## config.mk

```make
export PLATFORM = sky130hd
export DESIGN_NAME = x_offload_unit
export DESIGN_NICKNAME = d
export VERILOG_FILES = /design/src/design/x_core_pkg.sv /design/src/design/x_if_pkg.sv /design/src/design/x_scoreboard.sv /design/src/design/x_operand_check.sv /design/src/design/x_dispatcher.sv /design/src/design/x_offload_unit.sv
export SDC_FILE = /design/constraint.sdc
export NUM_CORES = 1
export LEC_CHECK = 0
export ABC_AREA = 1
export BUFFER_PORTS_ARGS = -buffer_cell sky130_fd_sc_hd__buf_2
export CAP_MARGIN = 5
export CORE_MARGIN = 3
export CORE_UTILIZATION = 30
export CTS_BUF_LIST = sky130_fd_sc_hd__clkbuf_8
export DETAILED_ROUTE_END_ITERATION = 8
export PLACE_DENSITY_LB_ADDON = 0.08
export REMOVE_ABC_BUFFERS = 1
export SLEW_MARGIN = 20
export SYNTH_ARGS = -nofsm -noshare
export SYNTH_HDL_FRONTEND = slang
export SYNTH_HIERARCHICAL = 1
export SYNTH_SLANG_ARGS = --single-unit
```

## constraint.sdc

```tcl
create_clock -name clk_i -period 2.6 [get_ports clk_i]
set_input_delay 0.13 -clock clk_i [delete_from_list [all_inputs] [get_ports clk_i]]
set_output_delay 0.13 -clock clk_i [all_outputs]
set_load 0.05 [all_outputs]
```

## src/design/x_core_pkg.sv

```systemverilog
package x_core_pkg;

  ////////////////////////////////////////////////////////////
  // register file
  ////////////////////////////////////////////////////////////

  // integer registers of the core
  localparam int unsigned NR_REGS    = 32;
  localparam int unsigned REG_ADDR_W = 5;

  ////////////////////////////////////////////////////////////
  // privilege
  ////////////////////////////////////////////////////////////

  // encoding follows the mstatus.mpp field
  typedef enum logic [1:0] {
    PRIV_LVL_M = 2'b11,
    PRIV_LVL_H = 2'b10,
    PRIV_LVL_S = 2'b01,
    PRIV_LVL_U = 2'b00
  } priv_lvl_e;

  ////////////////////////////////////////////////////////////
  // pipeline write ports
  ////////////////////////////////////////////////////////////

  // destination of one pipeline stage
  typedef struct packed {
    logic [REG_ADDR_W-1:0] addr;
    logic                  we;
  } pipe_wport_t;

endpackage

```

## src/design/x_if_pkg.sv

```systemverilog
package x_if_pkg;

  // result rd is a core register address
  import x_core_pkg::*;

  ////////////////////////////////////////////////////////////
  // interface dimensions
  ////////////////////////////////////////////////////////////

  // source operands per instruction
  localparam int unsigned RF_READ_PORTS = 3;
  // rolling offload id
  localparam int unsigned X_ID_W        = 4;
  localparam int unsigned X_MODE_W      = 2;

  ////////////////////////////////////////////////////////////
  // issue channel
  ////////////////////////////////////////////////////////////

  typedef struct packed {
    logic [RF_READ_PORTS-1:0] rs_valid;
    logic [X_ID_W-1:0]        id;
    logic [X_MODE_W-1:0]      mode;
  } x_issue_req_t;

  // coprocessor answer to an offer
  typedef struct packed {
    logic accept;
    logic writeback;
    logic loadstore;
  } x_issue_resp_t;

  ////////////////////////////////////////////////////////////
  // commit and result channels
  ////////////////////////////////////////////////////////////

  typedef struct packed {
    logic [X_ID_W-1:0] id;
    logic              kill;
  } x_commit_t;

  typedef struct packed {
    logic [REG_ADDR_W-1:0] rd;
    logic                  we;
  } x_result_t;

  // per operand view handed from the checkers to the dispatcher
  typedef struct packed {
    logic ready;
    logic ex_fwd;
    logic wb_fwd;
    logic dep;
  } operand_status_t;

endpackage

```

## src/design/x_scoreboard.sv

```systemverilog
`timescale 1ns/100ps

module x_scoreboard
  import x_core_pkg::*, x_if_pkg::*;
(
  input  logic                  clk_i,
  input  logic                  rst_ni,

  // accepted writeback offload
  input  logic                  set_i,
  input  logic [REG_ADDR_W-1:0] set_addr_i,

  // coprocessor result
  input  logic                  result_valid_i,
  input  x_result_t             result_i,

  output logic [NR_REGS-1:0]    sb_o
);

  logic [NR_REGS-1:0] sb_d;
  logic [NR_REGS-1:0] sb_q;
  logic               result_hits_set;
  logic               result_clears;

  // result for the same nonzero register lands in the issue cycle
  assign result_hits_set = result_valid_i
                         & (result_i.rd == set_addr_i)
                         & (result_i.rd != '0);

  assign result_clears = result_valid_i & result_i.we;

  always_comb begin
    sb_d = sb_q;
    if (set_i && !result_hits_set) begin
      sb_d[set_addr_i] = 1'b1;
    end
    // clear wins over a set of the same register
    if (result_clears) begin
      sb_d[result_i.rd] = 1'b0;
    end
  end

  always_ff @(posedge clk_i or negedge rst_ni) begin
    if (!rst_ni) begin
      sb_q <= '0;
    end else begin
      sb_q <= sb_d;
    end
  end

  assign sb_o = sb_q;

endmodule

```

## src/design/x_operand_check.sv

```systemverilog
`timescale 1ns/100ps

module x_operand_check
  import x_core_pkg::*, x_if_pkg::*;
(
  input  logic [REG_ADDR_W-1:0] rs_addr_i,
  input  logic                  used_i,
  input  logic [NR_REGS-1:0]    sb_i,

  // pipeline destinations
  input  pipe_wport_t           ex_wport_i,
  input  pipe_wport_t           wb_wport_i,
  input  pipe_wport_t           mem_wport_ex_i,
  input  logic                  ex_valid_i,

  // coprocessor result of this cycle
  input  logic                  result_valid_i,
  input  x_result_t             result_i,

  output operand_status_t       status_o
);

  logic pending;
  logic ex_hit;
  logic wb_hit;
  logic ex_load_hit;
  logic result_writes;

  assign pending = sb_i[rs_addr_i];

  // forwarding from a writing stage
  assign ex_hit = (rs_addr_i == ex_wport_i.addr) & ex_wport_i.we & ex_valid_i;
  assign wb_hit = (rs_addr_i == wb_wport_i.addr) & wb_wport_i.we & ex_valid_i;

  // load data in EX is not forwardable yet
  assign ex_load_hit = (rs_addr_i == mem_wport_ex_i.addr) & mem_wport_ex_i.we;

  assign result_writes = result_valid_i & result_i.we & (result_i.rd == rs_addr_i);

  always_comb begin
    status_o.ex_fwd = ex_hit;
    status_o.wb_fwd = wb_hit;
    status_o.ready  = (~pending | ex_hit | wb_hit)
                    & ~ex_load_hit
                    & ~((rs_addr_i == wb_wport_i.addr) & ~ex_valid_i);
    // pending writeback that this cycle does not resolve
    status_o.dep    = used_i & pending & ~result_writes;
  end

endmodule

```

## src/design/x_dispatcher.sv

```systemverilog
`timescale 1ns/100ps

module x_dispatcher
  import x_core_pkg::*, x_if_pkg::*;
(
  input  logic                                 clk_i,
  input  logic                                 rst_ni,

  // decode view
  input  logic                                 instr_valid_i,
  input  logic                                 unknown_insn_i,
  input  logic                                 branch_or_jump_i,
  input  priv_lvl_e                            priv_lvl_i,
  input  logic                                 id_ready_i,
  input  logic                                 ex_ready_i,
  input  logic                                 wb_ready_i,
  input  logic                                 data_req_dec_i,
  input  logic                                 mem_instr_wb_i,
  input  logic                                 illegal_clear_i,

  // from the operand checkers
  input  operand_status_t [RF_READ_PORTS-1:0]  status_i,

  // coprocessor side
  input  logic                                 issue_ready_i,
  input  x_issue_resp_t                        issue_resp_i,
  input  logic                                 mem_valid_i,
  input  logic                                 result_valid_i,

  output logic                                 issue_valid_o,
  output x_issue_req_t                         issue_req_o,
  output logic                                 commit_valid_o,
  output x_commit_t                            commit_o,
  output logic                                 mem_ready_o,
  output logic                                 mem_data_req_o,
  output logic                                 mem_result_valid_o,

  // to the scoreboard
  output logic                                 sb_set_o,

  output logic                                 stall_o,
  output logic                                 illegal_insn_o
);

  logic [X_ID_W-1:0]        id_q;
  logic                     offloaded_q;
  logic [3:0]               mem_cnt_q;
  logic                     illegal_q;
  logic                     fire;
  logic                     ls_fire;
  logic [RF_READ_PORTS-1:0] rs_valid;
  logic                     any_dep;
  logic                     any_ex_fwd;
  logic                     fwd_guard;
  logic                     outstanding_mem;
  logic                     not_ready;
  logic                     mem_no_fire;
  logic [X_MODE_W-1:0]      mode;

  ////////////////////////////////////////////////////////////
  // operand summary
  ////////////////////////////////////////////////////////////

  always_comb begin
    any_dep    = 1'b0;
    any_ex_fwd = 1'b0;
    for (int i = 0; i < RF_READ_PORTS; i++) begin
      rs_valid[i] = status_i[i].ready;
      any_dep     = any_dep | status_i[i].dep;
      any_ex_fwd  = any_ex_fwd | status_i[i].ex_fwd;
    end
  end

  // EX forward would race the result write
  assign fwd_guard = result_valid_i & any_ex_fwd;

  ////////////////////////////////////////////////////////////
  // issue and commit
  ////////////////////////////////////////////////////////////

  assign issue_valid_o = unknown_insn_i & instr_valid_i & ~branch_or_jump_i
                       & ~offloaded_q & ~fwd_guard;
  assign fire          = issue_valid_o & issue_ready_i;
  assign ls_fire       = fire & issue_resp_i.loadstore;

  always_comb begin
    case (priv_lvl_i)
      PRIV_LVL_M: mode = 2'b11;
      PRIV_LVL_H: mode = 2'b10;
      PRIV_LVL_S: mode = 2'b01;
      PRIV_LVL_U: mode = 2'b00;
      default:    mode = 2'b11;
    endcase
  end

  always_comb begin
    issue_req_o.rs_valid = rs_valid;
    issue_req_o.id       = id_q;
    issue_req_o.mode     = mode;
  end

  // commit mirrors the issue, never killed
  assign commit_valid_o = issue_valid_o;
  always_comb begin
    commit_o.id   = id_q;
    commit_o.kill = 1'b0;
  end

  assign sb_set_o = fire & issue_resp_i.writeback;

  ////////////////////////////////////////////////////////////
  // memory channel
  ////////////////////////////////////////////////////////////

  assign mem_ready_o        = ex_ready_i;
  assign mem_data_req_o     = mem_valid_i & ex_ready_i;
  assign mem_result_valid_o = mem_instr_wb_i & wb_ready_i;

  ////////////////////////////////////////////////////////////
  // stall
  ////////////////////////////////////////////////////////////

  assign outstanding_mem = data_req_dec_i & (mem_cnt_q != '0);
  assign not_ready       = issue_valid_o & ~issue_ready_i;
  assign mem_no_fire     = mem_data_req_o & ~fire;

  assign stall_o = any_dep | outstanding_mem | not_ready | mem_no_fire | fwd_guard;

  assign illegal_insn_o = illegal_q;

  ////////////////////////////////////////////////////////////
  // state
  ////////////////////////////////////////////////////////////

  always_ff @(posedge clk_i or negedge rst_ni) begin
    if (!rst_ni) begin
      id_q        <= '0;
      offloaded_q <= 1'b0;
      mem_cnt_q   <= '0;
      illegal_q   <= 1'b0;
    end else begin
      if (fire) begin
        id_q <= id_q + 1'b1;
      end
      // decode stage moving on frees the flag
      if (id_ready_i) begin
        offloaded_q <= 1'b0;
      end else if (fire) begin
        offloaded_q <= 1'b1;
      end
      // simultaneous offload and request cancel out
      if (ls_fire && !mem_data_req_o) begin
        mem_cnt_q <= mem_cnt_q + 1'b1;
      end else if (!ls_fire && mem_data_req_o) begin
        mem_cnt_q <= mem_cnt_q - 1'b1;
      end
      // rejected offer held until the core clears it
      if (illegal_clear_i) begin
        illegal_q <= 1'b0;
      end else if (fire && !issue_resp_i.accept) begin
        illegal_q <= 1'b1;
      end
    end
  end

endmodule

```

## src/design/x_offload_unit.sv

```systemverilog
`timescale 1ns/100ps

module x_offload_unit
  import x_core_pkg::*, x_if_pkg::*;
(
  input  logic                                    clk_i,
  input  logic                                    rst_ni,

  // decode view from the core
  input  logic                                    instr_valid_i,
  input  logic                                    unknown_insn_i,
  input  logic                                    branch_or_jump_i,
  input  logic [RF_READ_PORTS-1:0][REG_ADDR_W-1:0] rs_addr_i,
  input  logic [RF_READ_PORTS-1:0]                regs_used_i,
  input  logic [REG_ADDR_W-1:0]                   rd_addr_i,
  input  priv_lvl_e                               priv_lvl_i,
  input  logic                                    id_ready_i,
  input  logic                                    ex_valid_i,
  input  logic                                    ex_ready_i,
  input  logic                                    wb_ready_i,
  input  pipe_wport_t                             ex_wport_i,
  input  pipe_wport_t                             wb_wport_i,
  input  pipe_wport_t                             mem_wport_ex_i,
  input  logic                                    data_req_dec_i,
  input  logic                                    mem_instr_wb_i,
  input  logic                                    illegal_clear_i,

  // coprocessor
  input  logic                                    issue_ready_i,
  input  x_issue_resp_t                           issue_resp_i,
  input  logic                                    mem_valid_i,
  input  logic                                    result_valid_i,
  input  x_result_t                               result_i,

  output logic                                    issue_valid_o,
  output x_issue_req_t                            issue_req_o,
  output logic                                    commit_valid_o,
  output x_commit_t                               commit_o,
  output logic                                    mem_ready_o,
  output logic                                    mem_data_req_o,
  output logic                                    mem_result_valid_o,
  output logic [RF_READ_PORTS-1:0]                ex_fwd_o,
  output logic [RF_READ_PORTS-1:0]                wb_fwd_o,
  output logic                                    stall_o,
  output logic                                    illegal_insn_o
);

  logic [NR_REGS-1:0]                   sb_q;
  logic                                 sb_set;
  operand_status_t [RF_READ_PORTS-1:0]  status;

  x_scoreboard u_scoreboard (
    .clk_i          (clk_i),
    .rst_ni         (rst_ni),
    .set_i          (sb_set),
    .set_addr_i     (rd_addr_i),
    .result_valid_i (result_valid_i),
    .result_i       (result_i),
    .sb_o           (sb_q)
  );

  // one checker per source operand
  for (genvar i = 0; i < RF_READ_PORTS; i++) begin : gen_opchk
    x_operand_check u_opchk (
      .rs_addr_i      (rs_addr_i[i]),
      .used_i         (regs_used_i[i]),
      .sb_i           (sb_q),
      .ex_wport_i     (ex_wport_i),
      .wb_wport_i     (wb_wport_i),
      .mem_wport_ex_i (mem_wport_ex_i),
      .ex_valid_i     (ex_valid_i),
      .result_valid_i (result_valid_i),
      .result_i       (result_i),
      .status_o       (status[i])
    );

    assign ex_fwd_o[i] = status[i].ex_fwd;
    assign wb_fwd_o[i] = status[i].wb_fwd;
  end

  x_dispatcher u_dispatcher (
    .clk_i              (clk_i),
    .rst_ni             (rst_ni),
    .instr_valid_i      (instr_valid_i),
    .unknown_insn_i     (unknown_insn_i),
    .branch_or_jump_i   (branch_or_jump_i),
    .priv_lvl_i         (priv_lvl_i),
    .id_ready_i         (id_ready_i),
    .ex_ready_i         (ex_ready_i),
    .wb_ready_i         (wb_ready_i),
    .data_req_dec_i     (data_req_dec_i),
    .mem_instr_wb_i     (mem_instr_wb_i),
    .illegal_clear_i    (illegal_clear_i),
    .status_i           (status),
    .issue_ready_i      (issue_ready_i),
    .issue_resp_i       (issue_resp_i),
    .mem_valid_i        (mem_valid_i),
    .result_valid_i     (result_valid_i),
    .issue_valid_o      (issue_valid_o),
    .issue_req_o        (issue_req_o),
    .commit_valid_o     (commit_valid_o),
    .commit_o           (commit_o),
    .mem_ready_o        (mem_ready_o),
    .mem_data_req_o     (mem_data_req_o),
    .mem_result_valid_o (mem_result_valid_o),
    .sb_set_o           (sb_set),
    .stall_o            (stall_o),
    .illegal_insn_o     (illegal_insn_o)
  );

endmodule

```

# After elaboration in Yosys (flattened, before gate mapping)
# Index checks and enable logic that the tools add are counted.
[word_totals]
out_inout_bits = 27
regBits = 42
inputBits = 67
word_cells = 150
[classes]
bitwise = 84
reduce_logical = 16
mux = 19
eq_ne = 16
n_lt_le_gt_ge = 7
addsub = 3
[op_table]
columns = ["cell", "count"]
rows = [
  ["== test 5 bit", 13],
  ["2-to-1 mux 32 bit", 2],
  ["bitwise AND 1 bit", 49],
  ["bitwise AND 32 bit", 1],
  ["inverter 32 bit", 1],
  ["OR 32 bit", 1],
  ["< comparator 5 x 6 -> 1 bit, second input constant", 5],
  ["inverter 1 bit", 18],
  ["binary-select mux 1 bit (select 5 bit)", 3],
  ["OR 1 bit", 14],
  ["demux 1 bit (select 5 bit)", 2],
  [">= comparator 5 x 1 -> 1 bit, second input constant", 2],
  ["2-to-1 mux 1 bit", 9],
  ["adder 4 x 1 -> 4 bit, second input constant", 2],
  ["2-to-1 mux 4 bit", 2],
  ["one-hot mux 2 bit (4 select lines)", 1],
  ["logical AND 1 bit", 6],
  ["nonzero test 2 bit", 3],
  ["nonzero test 5 bit", 1],
  ["== test 2 bit, second input constant", 2],
  ["zero test 1 bit", 4],
  ["nonzero test 4 bit", 1],
  ["subtractor 4 x 1 -> 4 bit, second input constant", 1],
  ["== test 2 x 1 -> 1 bit, second input constant", 1],
  ["zero test 2 bit", 1],
]

# Longest topological paths before layout
[depth]
depth_word = 14
depth_mapped = 22
depth_no_buf = 21

# Modules after synthesis
# The synthesis kept the hierarchy.
[modules_own_cells]
columns = ["module", "seq_area_each_um2", "instances", "cells_each", "area_per_inst_um2"]
rows = [
  ["x_scoreboard", 800.8, 1, 256, 2132.0],
  ["x_operand_check", 0.0, 3, 139, 671.9],
  ["x_dispatcher", 250.2, 1, 97, 743.2],
]

# Worst setup path before layout
# Ideal clock, no wire load.
[synth_path]
kind = "input-to-reg"
start = "input rs_addr_i[6] in the netlist's numbering"
end = "register u_dispatcher.mem_cnt_q[3]"
n_path_buf = 2
arrival_time_ps = 2352
setup_slack_ps = 131
stages = 19
setup_ps = 116
required_ps = 2484
path_cell_list = "buf_4 -> inv_2 -> or2_2 -> nand4_1 -> nor2_1 -> buf_4 -> nor2_1 -> nand2_1 -> nand2_2 -> nand3_4 -> nor2_1 -> ha_1 -> inv_1 -> ha_1 -> or2_1 -> nand3_1 -> nand2_1 -> nand2_1 -> nand2_1"
[synth_via]
elab_chain_cells = 13
elab_cells_between_ends = 15
classes_between = "1 x eq/ne; 1 x mux; 9 x bitwise; 4 x reduce/logical"
[synth_rtl]
columns = ["item", "line", "source"]
rows = [
  ["start: declaration", "x_offload_unit.sv:13", "input logic [RF_READ_PORTS-1:0][REG_ADDR_W-1:0] rs_addr_i,"],
  ["== test 5 bit (*)", "x_operand_check.sv:32", "assign ex_hit = (rs_addr_i == ex_wport_i.addr) & ex_wport_i.we & ex_valid_i;"],
  ["bitwise AND 1 bit (*) (2 in series)", "x_operand_check.sv:32", ""],
  ["named net gen_opchk[1].u_opchk.ex_hit", "x_operand_check.sv:24", "logic ex_hit;"],
  ["OR 1 bit (*) (2 in series)", "x_dispatcher.sv:70", "any_ex_fwd = any_ex_fwd | status_i[i].ex_fwd;"],
  ["bitwise AND 1 bit (*)", "x_dispatcher.sv:75", "assign fwd_guard = result_valid_i & any_ex_fwd;"],
  ["inverter 1 bit (*)", "x_dispatcher.sv:82", "& ~offloaded_q & ~fwd_guard;"],
  ["bitwise AND 1 bit (*)", "x_dispatcher.sv:82", ""],
  ["bitwise AND 1 bit (*)", "x_dispatcher.sv:83", "assign fire = issue_valid_o & issue_ready_i;"],
  ["bitwise AND 1 bit (*)", "x_dispatcher.sv:84", "assign ls_fire = fire & issue_resp_i.loadstore;"],
  ["zero test 1 bit", "x_dispatcher.sv:154", "end else if (!ls_fire && mem_data_req_o) begin"],
  ["logical AND 1 bit", "x_dispatcher.sv:154", ""],
  ["nonzero test 2 bit (no line)", "-", ""],
  ["end signal: assignment", "x_dispatcher.sv:153", "mem_cnt_q <= mem_cnt_q + 1'b1;"],
  ["end signal: assignment", "x_dispatcher.sv:155", "mem_cnt_q <= mem_cnt_q - 1'b1;"],
  ["end: declaration", "x_dispatcher.sv:47", "logic [3:0] mem_cnt_q;"],
]
# The timed path passes the listed nets; every way through them passes the cells marked *.
# A chain may end at the register's enable or synchronous reset.

==> results.rst <==
.. list-table::
   :header-rows: 1

   * - Metric
     - Value
   * - Final Slew Violations
     - 0
   * - CP startpoint kind
     - flop
   * - Met1 track demand over resource
     - 27.0%
   * - IR Drop Worst-Case VDD
     - 0.266 mV
   * - Area of the multi-input gates
     - 3100 sq um
   * - Critical path peak fanout
     - 4
   * - Number of port buffers
     - 88
   * - Aggregate global routing overflow
     - 0
   * - Clk slew on worst S/H paths
     - 100 ps
   * - DRC violation count after routing
     - 0
   * - Fin util
     - 34.5%
   * - Root buffer cell
     - sky130_fd_sc_hd__clkbuf_8
   * - Antenna violations before repair
     - 0
   * - Mean instance size in the synthesized netlist
     - 6.35 sq um
   * - Final HPWL DP
     - 14200 microns
   * - Reg-to-Reg End
     - u_dispatcher/mem_cnt_q[3]
   * - Routed via count
     - 5233
   * - First-pass GRT wire length
     - 28500 microns
   * - IO Count
     - 94
   * - Largest net degree at the start of global routing
     - 43
   * - CTS HTree Levels
     - 2
   * - # hold bufs at CTS
     - 3
   * - Postcts setup bufs
     - 0
   * - Synth Instances
     - 770
   * - Tcrit/Tclk final
     - 92.2%
   * - WS Path Type
     - flop to primary output
   * - Worst R2R Path Depth
     - 13
   * - Most common library cell in the layout ignoring fill and taps
     - sky130_fd_sc_hd__nand2_1
   * - Initial core utilization
     - 30.7%
   * - Sequential Area
     - 1050 sq um
   * - WHS Path Cells
     - 4
   * - Busiest layer in global routing
     - met2
   * - Number of buffers inserted during clock tree synthesis
     - 5
   * - Overall die height
     - 134 microns
   * - Core area
     - 15900 sq um
   * - Clock tree from TritonCTS
     - done
   * - Number of global-route vias before repair
     - 5165
   * - Area of placed instances
     - 5380 sq um
   * - Status
     - finished clean
   * - Layout cells sized above 1
     - 25.9%
   * - Via count normalized by instance count
     - 4.92
   * - Signed area change from the synthesized netlist to the final layout
     - 12.5%
   * - Per-cell routed wire length
     - 17.1 microns
   * - Worst-case clock buffer depth
     - 2
   * - Total number of clock tree sinks
     - 42
   * - Number of failing setup endpoints in the final timing report
     - 0
   * - First-pass DRT Iterations
     - 5
   * - Site row count
     - 46
   * - Transition time at the pin with the least slew margin
     - 582 ps
   * - Final estimated routing congestion in global placement
     - 0.905
   * - Part of the Yosys area used for sequential elements
     - 21.5%
   * - Number of fill cells
     - 1818
   * - Distinct cell type count of the synthesized netlist
     - 39
   * - Worst max-slew margin expressed relative to the limit
     - 61.2%
   * - Leading cell types in the layout, fill and taps excluded
     - sky130_fd_sc_hd__nand2_1 (223), sky130_fd_sc_hd__nand3_1 (111), sky130_fd_sc_hd__nor2_1 (98), sky130_fd_sc_hd__buf_2 (87), sky130_fd_sc_hd__inv_1 (67)
   * - Die area
     - 17900 sq um
   * - Reg2Reg Launch Point
     - u_dispatcher/offloaded_q
   * - Max Cap Viol
     - 0
   * - Hold path startpoint
     - issue_resp_i[2]
   * - Number of warning messages in the yosys log
     - 6
   * - Nets
     - 919
   * - Path type of the worst min-delay path
     - input port to flop
   * - Max Clock Freq
     - 417 MHz
   * - Pwr Density
     - 506 nW/um^2
   * - Minimum clock period after layout
     - 2400 ps
   * - Mapped Area
     - 4890 sq um
   * - Worst setup EP type
     - primary output
   * - Non-Filler Cell Area, Final
     - 5500 sq um
   * - Unrepaired setup endpoints after global routing
     - no
   * - Static Leakage
     - 2.74 nW
   * - Critical path data required time
     - 2470 ps
   * - Endpoints failing hold
     - 0
   * - Die Wd
     - 134 microns
   * - Flop and latch count out of synthesis
     - 42
   * - Met3 usage in global routing
     - 2.76%
   * - Count of routing violations after the opening detailed-route iteration
     - 324
   * - Worst reg-to-reg setup slack
     - 620 ps
   * - Total Routing Usage GR
     - 20.2%
   * - Destination of the worst hold path
     - u_dispatcher/illegal_insn_o
   * - Residual antenna-violating net count after detailed routing
     - 0
   * - Worst EP arrival
     - 2270 ps
   * - Setup clock skew after layout
     - 14.2 ps
   * - Routed wire length
     - 18100 microns
   * - Post-cts sizing count
     - 0
   * - Met2 track demand over resource
     - 34.4%
   * - Clock latency of the later-clocked register in the worst-skew pair
     - 320 ps
   * - Diodes inserted
     - 0
## stage by stage
stage / TNS, ps / power (mW) / worst slack (ps) / hold WS, ps / std cells
after CTS: 0 / 2.81 / 155 / 53.1 / 1064
after floorplan: -25740 / 1.86 / -806 / -166 / 725
after global placement: 0 / 2.30 / 118 / 260 / 1053
after global routing: 0 / 3.00 / 34.4 / 72.8 / 1064
after detailed placement: 0 / 2.31 / 48.6 / 260 / 1053
final: 0 / 2.78 / 203 / 61.5 / 1064
## worst max-delay path by stage
stage	startpoint	end	slack (ps)	depth (start not counted)
2_1_floorplan	rs_addr_i[6]	u_scoreboard/sb_o[0]	-810	11
3_3_place_gp	ex_wport_i[2]	u_dispatcher/mem_cnt_q[3]	120	17
3_5_place_dp	ex_wport_i[2]	u_dispatcher/mem_cnt_q[3]	50	17
4_1_cts	u_scoreboard/sb_o[5]	stall_o	150	13
5_1_grt	u_scoreboard/sb_o[24]	stall_o	30	13
6_report	u_scoreboard/sb_o[5]	stall_o	200	13
## cell usage after synthesis
cell type | count | area (sq um)
sky130_fd_sc_hd__buf_6 | 9 | 101
sky130_fd_sc_hd__inv_1 | 67 | 251
sky130_fd_sc_hd__conb_1 | 1 | 3.75
sky130_fd_sc_hd__or2_0 | 3 | 18.8
sky130_fd_sc_hd__clkbuf_1 | 2 | 7.51
sky130_fd_sc_hd__xnor2_1 | 10 | 87.6
sky130_fd_sc_hd__nand2_2 | 3 | 18.8
sky130_fd_sc_hd__dfrtp_1 | 42 | 1050
sky130_fd_sc_hd__nor3_1 | 2 | 10.0
sky130_fd_sc_hd__ha_1 | 4 | 50.1
sky130_fd_sc_hd__inv_2 | 18 | 67.6
sky130_fd_sc_hd__nor2_4 | 2 | 22.5
sky130_fd_sc_hd__or2_1 | 1 | 6.26
sky130_fd_sc_hd__xor2_1 | 17 | 149
sky130_fd_sc_hd__bufbuf_8 | 2 | 37.5
sky130_fd_sc_hd__nand3_1 | 111 | 556
sky130_fd_sc_hd__o22ai_1 | 6 | 37.5
sky130_fd_sc_hd__buf_4 | 25 | 188
sky130_fd_sc_hd__clkbuf_8 | 1 | 13.8
sky130_fd_sc_hd__clkinv_2 | 1 | 5.00
sky130_fd_sc_hd__a21boi_1 | 1 | 7.51
sky130_fd_sc_hd__fa_1 | 1 | 20.0
sky130_fd_sc_hd__o21ai_2 | 1 | 8.76
sky130_fd_sc_hd__nand3_2 | 31 | 310
sky130_fd_sc_hd__nor4_1 | 6 | 37.5
sky130_fd_sc_hd__nor2_1 | 99 | 372
sky130_fd_sc_hd__buf_12 | 3 | 60.1
sky130_fd_sc_hd__nand4_1 | 10 | 62.6
sky130_fd_sc_hd__or2_2 | 9 | 56.3
sky130_fd_sc_hd__a21oi_1 | 8 | 40.0
sky130_fd_sc_hd__buf_2 | 3 | 15.0
sky130_fd_sc_hd__o21ai_1 | 1 | 5.00
sky130_fd_sc_hd__nand2_1 | 223 | 837
sky130_fd_sc_hd__nor2_2 | 2 | 12.5
sky130_fd_sc_hd__o211ai_1 | 3 | 22.5
sky130_fd_sc_hd__nand2_4 | 1 | 11.3
sky130_fd_sc_hd__a21oi_2 | 30 | 263
sky130_fd_sc_hd__nand3_4 | 1 | 17.5
sky130_fd_sc_hd__o21ai_0 | 10 | 50.1
## metal layers
metal  vias up  wire, microns
li1       2588              -
met1      2446           8280
met2       183           8630
met3        16            964
met4         0            270
met5         -              0
## critical path: stages (launching register included)
cell,delay (ps)
sky130_fd_sc_hd__dfrtp_1,440
sky130_fd_sc_hd__nand2_1,80
sky130_fd_sc_hd__nand3_1,100
sky130_fd_sc_hd__nand3_1,100
sky130_fd_sc_hd__nand2_1,100
sky130_fd_sc_hd__nand2_1,80
sky130_fd_sc_hd__nand3_1,100
sky130_fd_sc_hd__nand2_1,90
sky130_fd_sc_hd__nor2_1,40
sky130_fd_sc_hd__nor3_1,300
sky130_fd_sc_hd__nand2_1,100
sky130_fd_sc_hd__a21oi_1,130
sky130_fd_sc_hd__nand2_1,70
sky130_fd_sc_hd__buf_2,210
## cell families after synthesis
group	synth area share, %
xor+xnor	4.83
fa+ha+maj	1.43
other cells	0.0767
compound gates	8.88
simple gates	48.0
buf+inv	15.3
flops	21.5
## area by class of cell
type	count	area share, %
Clock inverter	3	0.432
Sequential cell	42	19.1
Tap cell	216	4.91
Timing Repair Buffer	115	12.1
Clock buffer	5	1.25
Multi-Input combinational cell	597	56.3
Inverter	86	5.89
## power breakdown
group | total [mW] | switching [mW] | internal, mW
logic | 1.29 | 0.842 | 0.448
clock network | 0.478 | 0.285 | 0.193
registers | 1.02 | 0.207 | 0.808
total | 2.78 | 1.33 | 1.45
## registers in the layout, indices dropped and copies added (netlist names)
signal / flops
u_dispatcher/mem_cnt_q: 4
u_scoreboard/sb_o: 32
u_dispatcher/illegal_insn_o: 1
u_dispatcher/offloaded_q: 1
u_dispatcher/id_q: 4
No activity file was read; power rests on OpenSTA's default activity.
